`config.mk`:
```
export PLATFORM = sky130hd
export DESIGN_NAME = booth_mul_24x24
export DESIGN_NICKNAME = d
export VERILOG_FILES = /design/src/rtl/booth_mul_pkg.sv /design/src/rtl/booth_digit_sel.sv /design/src/rtl/booth_pp_rows.sv /design/src/rtl/csa_4to2.sv /design/src/rtl/booth_compress_tree.sv /design/src/rtl/booth_mul_24x24.sv
export VERILOG_INCLUDE_DIRS = /design/src /design/src/rtl
export SDC_FILE = /design/constraint.sdc
export NUM_CORES = 1
export LEC_CHECK = 0
export BUFFER_PORTS_ARGS = -buffer_cell sky130_fd_sc_hd__buf_2
export CAP_MARGIN = 0
export CORE_ASPECT_RATIO = 0.9
export CORE_MARGIN = 2
export CORE_UTILIZATION = 50
export DETAILED_ROUTE_END_ITERATION = 6
export PLACE_DENSITY = 0.7
export SYNTH_ARGS = -nofsm -noshare
export SYNTH_HDL_FRONTEND = slang
export SYNTH_SLANG_ARGS = --single-unit
```
`constraint.sdc`:
```
create_clock -name forever_cpuclk -period 13.05 [get_ports forever_cpuclk]
set_input_delay 1.305 -clock forever_cpuclk [delete_from_list [all_inputs] [get_ports forever_cpuclk]]
set_output_delay 1.305 -clock forever_cpuclk [all_outputs]
set_load 0.02 [all_outputs]
```
`src/rtl/booth_mul_consts.svh`:
```
// widths fixed for the 24x24 unsigned core only, changing them alone does not rescale the tree
`ifndef BOOTH_MUL_CONSTS_SVH
`define BOOTH_MUL_CONSTS_SVH

// ================================================
// operand and partial product sizing
// ================================================

// unsigned operand width
`define MUL_SRC_WIDTH 24
// operand plus one zero msb so 2x still fits
`define MUL_PP_WIDTH 25
// radix-4 booth digits for a 25-bit multiplier
`define MUL_PP_ROWS 13

// ================================================
// carry-save result sizing
// ================================================
`define MUL_DST_WIDTH 50
// bits of out0 + out1 that hold the product
`define MUL_PROD_WIDTH 48

`endif

```
`src/rtl/booth_mul_pkg.sv`:
```
// vector types only, all widths come from the consts header
`default_nettype none

`include "booth_mul_consts.svh"

package booth_mul_pkg;

  // unsigned multiplier and multiplicand
  typedef logic [`MUL_SRC_WIDTH-1:0] mul_operand_t;

  // three overlapping multiplier bits per booth digit
  typedef logic [2:0] booth_window_t;

  // one selected and possibly inverted multiplicand
  typedef logic [`MUL_PP_WIDTH-1:0] booth_pp_t;

  // two's complement completion bits, land in the next row
  typedef logic [1:0] booth_hot_t;

  // aligned row, also one sum or carry word
  typedef logic [`MUL_DST_WIDTH-1:0] csa_word_t;

  // last compression level, one bit of sign extension
  typedef logic [`MUL_DST_WIDTH:0] csa_wide_t;

endpackage

`default_nettype wire

```
`src/rtl/booth_digit_sel.sv`:
```
// multiplicand msb must be zero, the -2x path drops it when shifting
`timescale 1ns/1ps
`default_nettype none

module booth_digit_sel
  import booth_mul_pkg::*;
(
  input  booth_pp_t     multiplicand,
  input  booth_window_t window,
  output booth_pp_t     product,
  output booth_hot_t    hot,
  output logic          sign_not
);

  // digit select lines
  logic sel_p1;
  logic sel_p2;
  logic sel_n1;
  logic sel_n2;

  // radix-4 recode, 000 and 111 both give a zero row
  always_comb begin
    sel_p1 = 1'b0;
    sel_p2 = 1'b0;
    sel_n1 = 1'b0;
    sel_n2 = 1'b0;
    case (window)
      3'b001, 3'b010: sel_p1 = 1'b1;
      3'b011:         sel_p2 = 1'b1;
      3'b100:         sel_n2 = 1'b1;
      3'b101, 3'b110: sel_n1 = 1'b1;
      default:        ;
    endcase
    assert ($onehot0({sel_p1, sel_p2, sel_n1, sel_n2}))
      else $error("booth_digit_sel: several selects active for window %b", window);
  end

  // and-or mux over the four magnitudes
  // -2x keeps lsb clear, hot[1] adds the 2 back
  assign product = ({`MUL_PP_WIDTH{sel_p1}} & multiplicand)
                 | ({`MUL_PP_WIDTH{sel_p2}} & {multiplicand[`MUL_PP_WIDTH-2:0], 1'b0})
                 | ({`MUL_PP_WIDTH{sel_n1}} & ~multiplicand)
                 | ({`MUL_PP_WIDTH{sel_n2}} & {~multiplicand[`MUL_PP_WIDTH-2:0], 1'b0});

  // +1 for -1x at bit 0, +2 for -2x at bit 1
  assign hot = {sel_n2, sel_n1};

  // row is negative only for the two minus digits
  assign sign_not = ~(sel_n1 | sel_n2);

endmodule

`default_nettype wire

```
`src/rtl/booth_pp_rows.sv`:
```
// unsigned only, both operands zero-extended so the top booth window never goes negative
`timescale 1ns/1ps
`default_nettype none

`include "booth_mul_consts.svh"

module booth_pp_rows
  import booth_mul_pkg::*;
(
  input  mul_operand_t                a,
  input  mul_operand_t                b,
  output csa_word_t [`MUL_PP_ROWS:0] rows
);

  booth_pp_t                 multiplicand;
  booth_pp_t                 mult_src;
  logic [`MUL_PP_WIDTH+1:0]  code;
  booth_pp_t                 pp [`MUL_PP_ROWS];
  booth_hot_t                hot [`MUL_PP_ROWS];
  logic [`MUL_PP_ROWS-1:0]   sign_not;

  // ================================================
  // operand extension and window string
  // ================================================

  // extra zero msb leaves room for 2x selection
  assign multiplicand = {1'b0, a};
  assign mult_src     = {1'b0, b};

  // implicit zero below lsb, msb repeated on top
  assign code = {mult_src[`MUL_PP_WIDTH-1], mult_src, 1'b0};

  // ================================================
  // digit selection and row placement
  // ================================================

  genvar i;
  for (i = 0; i < `MUL_PP_ROWS; i++) begin : g_digit
    // window i covers multiplier bits 2i+1 down to 2i-1
    booth_digit_sel u_digit (
      .multiplicand (multiplicand),
      .window       (code[2*i +: 3]),
      .product      (pp[i]),
      .hot          (hot[i]),
      .sign_not     (sign_not[i])
    );

    if (i == 0) begin : g_first
      // first row carries ~s s s above its product
      assign rows[i] = csa_word_t'({sign_not[i], ~sign_not[i], ~sign_not[i], pp[i]});
    end else begin : g_rest
      // 1 and ~s above, previous hot bits just below
      // last row loses its constant one past bit 49
      assign rows[i] = csa_word_t'({1'b1, sign_not[i], pp[i], hot[i-1]}) << (2*i - 2);
    end
  end

  // extra row for the final digit's hot bits
  assign rows[`MUL_PP_ROWS] =
    csa_word_t'(hot[`MUL_PP_ROWS-1]) << (2*`MUL_PP_ROWS - 2);

endmodule

`default_nettype wire

```
`src/rtl/csa_4to2.sv`:
```
// carry output is unshifted, the caller moves it up one bit before adding
`timescale 1ns/1ps
`default_nettype none

module csa_4to2 #(
  parameter int WIDTH = 50
) (
  input  logic [WIDTH-1:0] in0,
  input  logic [WIDTH-1:0] in1,
  input  logic [WIDTH-1:0] in2,
  input  logic [WIDTH-1:0] in3,
  output logic [WIDTH-1:0] sum,
  output logic [WIDTH-1:0] carry
);

  logic [WIDTH-1:0] maj;
  logic [WIDTH-1:0] par;
  logic [WIDTH-1:0] maj_up;

  // first full adder carry from in0..in2
  assign maj = (in0 & in1) | (in1 & in2) | (in0 & in2);

  // parity of all four inputs
  assign par = in0 ^ in1 ^ in2 ^ in3;

  // inner carry enters the next bit position
  assign maj_up = {maj[WIDTH-2:0], 1'b0};

  assign sum = par ^ maj_up;

  // odd parity passes the inner carry, even parity passes in3
  assign carry = (par & maj_up) | (~par & in3);

endmodule

`default_nettype wire

```
`src/rtl/booth_compress_tree.sv`:
```
// purely combinational, sum plus carry shifted by one equals the row total modulo 2^50
`timescale 1ns/1ps
`default_nettype none

`include "booth_mul_consts.svh"

module booth_compress_tree
  import booth_mul_pkg::*;
(
  input  csa_word_t [`MUL_PP_ROWS:0] rows,
  output csa_word_t                  sum,
  output csa_word_t                  carry
);

  csa_word_t l1_sum   [3];
  csa_word_t l1_carry [3];
  csa_word_t l2_sum   [2];
  csa_word_t l2_carry [2];
  csa_wide_t l3_sum;
  csa_wide_t l3_carry;

  // ================================================
  // level 1, twelve rows down to six words
  // ================================================
  genvar j;
  for (j = 0; j < 3; j++) begin : g_l1
    csa_4to2 #(.WIDTH(`MUL_DST_WIDTH)) u_csa (
      .in0   (rows[4*j]),
      .in1   (rows[4*j+1]),
      .in2   (rows[4*j+2]),
      .in3   (rows[4*j+3]),
      .sum   (l1_sum[j]),
      .carry (l1_carry[j])
    );
  end

  // ================================================
  // level 2, six words plus rows 12 and 13
  // ================================================
  csa_4to2 #(.WIDTH(`MUL_DST_WIDTH)) u_l2_0 (
    .in0   (l1_sum[0]),
    .in1   ({l1_carry[0][`MUL_DST_WIDTH-2:0], 1'b0}),
    .in2   (l1_sum[1]),
    .in3   ({l1_carry[1][`MUL_DST_WIDTH-2:0], 1'b0}),
    .sum   (l2_sum[0]),
    .carry (l2_carry[0])
  );

  // last partial product row and the trailing hot row join here
  csa_4to2 #(.WIDTH(`MUL_DST_WIDTH)) u_l2_1 (
    .in0   (l1_sum[2]),
    .in1   ({l1_carry[2][`MUL_DST_WIDTH-2:0], 1'b0}),
    .in2   (rows[`MUL_PP_ROWS-1]),
    .in3   (rows[`MUL_PP_ROWS]),
    .sum   (l2_sum[1]),
    .carry (l2_carry[1])
  );

  // ================================================
  // level 3, one bit wider
  // ================================================
  // sums sign-extended, carries keep their msb after the shift
  csa_4to2 #(.WIDTH(`MUL_DST_WIDTH+1)) u_l3 (
    .in0   ({l2_sum[0][`MUL_DST_WIDTH-1], l2_sum[0]}),
    .in1   ({l2_carry[0], 1'b0}),
    .in2   ({l2_sum[1][`MUL_DST_WIDTH-1], l2_sum[1]}),
    .in3   ({l2_carry[1], 1'b0}),
    .sum   (l3_sum),
    .carry (l3_carry)
  );

  // top bit of the wide level is dropped
  assign sum   = l3_sum[`MUL_DST_WIDTH-1:0];
  assign carry = l3_carry[`MUL_DST_WIDTH-1:0];

endmodule

`default_nettype wire

```
`src/rtl/booth_mul_24x24.sv`:
```
// unsigned only, no stall and no final adder, product is (out0 + out1) mod 2^48
`timescale 1ns/1ps
`default_nettype none

`include "booth_mul_consts.svh"

module booth_mul_24x24
  import booth_mul_pkg::*;
(
  input  logic         forever_cpuclk,
  input  logic         reset,
  input  logic         in_valid,
  input  mul_operand_t a,
  input  mul_operand_t b,
  output logic         out_valid,
  output csa_word_t    out0,
  output csa_word_t    out1
);

  mul_operand_t               ex1_a;
  mul_operand_t               ex1_b;
  logic                       ex1_valid;
  csa_word_t [`MUL_PP_ROWS:0] ex1_rows;
  csa_word_t                  ex1_sum;
  csa_word_t                  ex1_carry;

  // ================================================
  // valid pipeline
  // ================================================
  always_ff @(posedge forever_cpuclk) begin
    if (reset) begin
      ex1_valid <= 1'b0;
      out_valid <= 1'b0;
    end else begin
      ex1_valid <= in_valid;
      out_valid <= ex1_valid;
    end
  end

  // operands only load on a strobe
  always_ff @(posedge forever_cpuclk) begin
    if (in_valid) begin
      ex1_a <= a;
      ex1_b <= b;
    end
  end

  // ================================================
  // booth rows and compression, one cycle of logic
  // ================================================
  booth_pp_rows u_rows (
    .a    (ex1_a),
    .b    (ex1_b),
    .rows (ex1_rows)
  );

  booth_compress_tree u_tree (
    .rows  (ex1_rows),
    .sum   (ex1_sum),
    .carry (ex1_carry)
  );

  // result pair holds between valid pulses
  // carry word moves up one bit here
  always_ff @(posedge forever_cpuclk) begin
    if (ex1_valid) begin
      out0 <= ex1_sum;
      out1 <= {ex1_carry[`MUL_DST_WIDTH-2:0], 1'b0};
    end
  end

  // valid must clear one cycle after any reset edge
  assert property (@(posedge forever_cpuclk) reset |=> !out_valid)
    else $error("booth_mul_24x24: out_valid high after reset");

  // two stages of latency once reset has been low for two edges
  assert property (@(posedge forever_cpuclk)
    ($past(!reset, 1) && $past(!reset, 2)) |-> (out_valid == $past(in_valid, 2)))
    else $error("booth_mul_24x24: out_valid does not follow in_valid by two cycles");

endmodule

`default_nettype wire

```
==> impl_results.md <==
- Final setup viols: 0
- Gr ovfl total: 0
- Initial antenna violation count: 1
- Final GP Congestion: 0.901
- Core area: 40,700 um2
- Largest net degree at the start of global routing: 59
- Critical path's slowest cell: nand2b_1
- Post-route ant nets: 0
- DRC violations left: 2
- Die Y: 197 um
- Leak: 8.40 nW
- First-pass detailed-route iteration total: 7
- Setup Total Neg Slack: 0 ns
- Fillers: 3,625
- Avg WL per Cell: 21.3 um
- Cell area after synthesis: 20,700 um2
- Synth unique cells: 53
- HP Class: flip-flop to flip-flop
- Num CTS Buffers: 17
- Sequential area share after synthesis: 0.208
- Syn_area_per_cell: 9.49 um2
- Dominant synthesized flop cell: edfxtp_1
- Share of flip-flops with an asynchronous set or reset: 0
- Drt initial violations: 1,409
- Total track usage: 0.273
- Worst slew pin tran: 1.34 ns
- Cells after DPL: 2,690
- Flop-to-flop setup slack: 7.47 ns
- Fin cells: 2,722
- Global-route wire length before repair: 91,400 um
- Io pins: 152
- # Post-CTS Setup Buffers: 0
- Final setup skew: 0.0134 ns
- Via count of the first global-routing pass: 16,800
- Final core utilization: 0.543
- Port bufs: 145
- Power per cell area: 344 nW/um2
- Synth Warn #: 0
- Vias per cell: 6.08
- Cells after Synth: 2,182
- Critical Path RT: 13.28 ns
- Multi-input gate area: 15,000 um2
- Power, Total: 7.61 mW
- N_diodes: 0
- Initial Utilization: 0.508
- CTS tree: yes
- Slew Limit Fails: 0
- # resized after CTS: 0
- Largest stage delay on the critical path: 0.76 ns
- Worst-path cell chain: buf_4 -> nand2b_1 -> nand2b_1 -> o22ai_1 -> a21oi_1 -> fa_1 -> xnor2_1 -> xnor2_1 -> fa_1 -> xnor3_1 -> xor2_1 -> fa_1 -> maj3_1
- Share of cells above drive strength 1: 0.123
- Die area: 43,000 um2
- Area Growth Syn to Fin: 6.91%
- Clk_lat worst skew: 0.47 ns
- Sink Count: 144
- Cell repeated most along the worst path: fa_1
- Critical path startpoint category: flip-flop
- Tmin final: 5.58 ns
- Storage cell area: 4310 um2
- CP Class: flip-flop to flip-flop
- Clock-pin slew on the worst setup and hold paths: 0.07 ns
- Number of synthesized flops with an enable pin: 142
- Clk buf depth: 2
- Routed vias: 16,600
- Hold Buf Count CTS: 0
- Peak supply drop: 0.318 mV
- Root buf cell: clkbuf_16
- Final Hold Vio Count: 0
- Status: finished, violations left
- Row cnt: 70
- Tcrit/Tclk final: 0.428
- Critical-path maximum fanout: 57
- DP Wirelength: 39,600 um
- Number of register bits inferred by synthesis: 144
- Crit path DAT: 5.81 ns
- CTS H-tree lvls: 4
- Violated checks: design-rule violations
- RSZ-0062 raised after global routing: no
- Drt total wl: 58,000 um
- Peak Freq: 179 MHz
- Die boundary width: 218 um
- Nets: 2,474
- Worst setup EP type: flip-flop
- Max Cap Viol: 0
- Relative slew slack: 0.103
==> flip-flops by register name, summed over array words and instances, names as in the netlist <==
| register | flops |
|---|---|
| ex1_a | 24 |
| out0 | 50 |
| out_valid | 1 |
| out1 | 44 |
| ex1_valid | 1 |
| ex1_b | 24 |
==> per-layer routing <==
layer	track usage	up-vias	part of all wire
li1	-	7506	-
met5	0	-	0.00016
met4	0.114	2	0.036
met3	0.0564	158	0.074
met1	0.349	8156	0.42
met2	0.450	735	0.47
==> report_power, final <==
| group | total [mW] | internal (mW) | switching [mW] |
|---|---|---|---|
| Clock | 0.512 | 0.286 | 0.226 |
| Combinational | 5.97 | 2.90 | 3.07 |
| Sequential | 1.13 | 1.07 | 0.0556 |
| Total | 7.61 | 4.26 | 3.35 |
==> synth_stat cells, types with 56 or more instances <==
master	number	area share
a21oi_1	58	0.014
a221oi_1	117	0.050
buf_2	58	0.014
clkbuf_1	136	0.025
edfxtp_1	142	0.21
fa_1	152	0.15
ha_1	102	0.062
inv_1	102	0.018
maj3_1	92	0.044
nor2_1	213	0.039
o21ai_0	56	0.014
xnor2_1	320	0.14
xor2_1	196	0.083
==> path summary, 6_finish.rpt <==
kind / depth (start not counted) / endpoint / start
min: 0 / out0[43] / ex1_valid
max: 13 / out1[33] / ex1_b[13]
min reg2reg: 0 / out0[43] / ex1_valid
max reg2reg: 13 / out1[33] / ex1_b[13]
==> cell type report <==
type,count,share of cell area
Multi-Input combinational cell,1703,0.679
Sequential cell,144,0.195
Timing Repair Buffer,200,0.0514
Tap cell,540,0.0305
Clock buffer,17,0.0192
Inverter,103,0.0175
Clock inverter,15,0.00774
==> critical path, delay by kind of cell (launching register included) <==
kind / cells / cell delay (ns)
compound gates: 2 / 0.54
xor+xnor: 4 / 0.86
fa+ha+maj: 4 / 1.93
buf+inv: 1 / 0.64
flops: 1 / 0.33
simple gates: 2 / 1.00
==> logic make-up after synthesis <==
kind of cell | after synthesis | synth area share
mux | 29 | 0.0140
fa+ha+maj | 352 | 0.256
buf+inv | 340 | 0.0688
flops | 144 | 0.208
simple gates | 389 | 0.0896
xor+xnor | 519 | 0.221
compound gates | 408 | 0.142
other cells | 1 | 0.000181
==> stage by stage <==
stage | hold WS (ns) | cell area [um2] | setup WS [ns]
after floorplan | 1.02 | 20700 | 8.55
after global placement | 0.795 | 21500 | 7.68
after detailed placement | 0.805 | 21500 | 7.61
after CTS | 0.812 | 22100 | 7.60
after global routing | 0.832 | 22100 | 7.21
final | 0.799 | 22100 | 7.47
==> cells in the final DEF (no fill, tap or decap), types with 50 or more instances in the layout <==
cell        n
a21oi_1    58
a221oi_1  117
a22oi_1    50
buf_2     145
buf_4      55
edfxtp_1  142
fa_1      152
ha_1      102
inv_1     102
maj3_1     92
nor2_1    211
o21ai_0    56
xnor2_1   319
xor2_1    196
(Power assumes the default switching activity.)
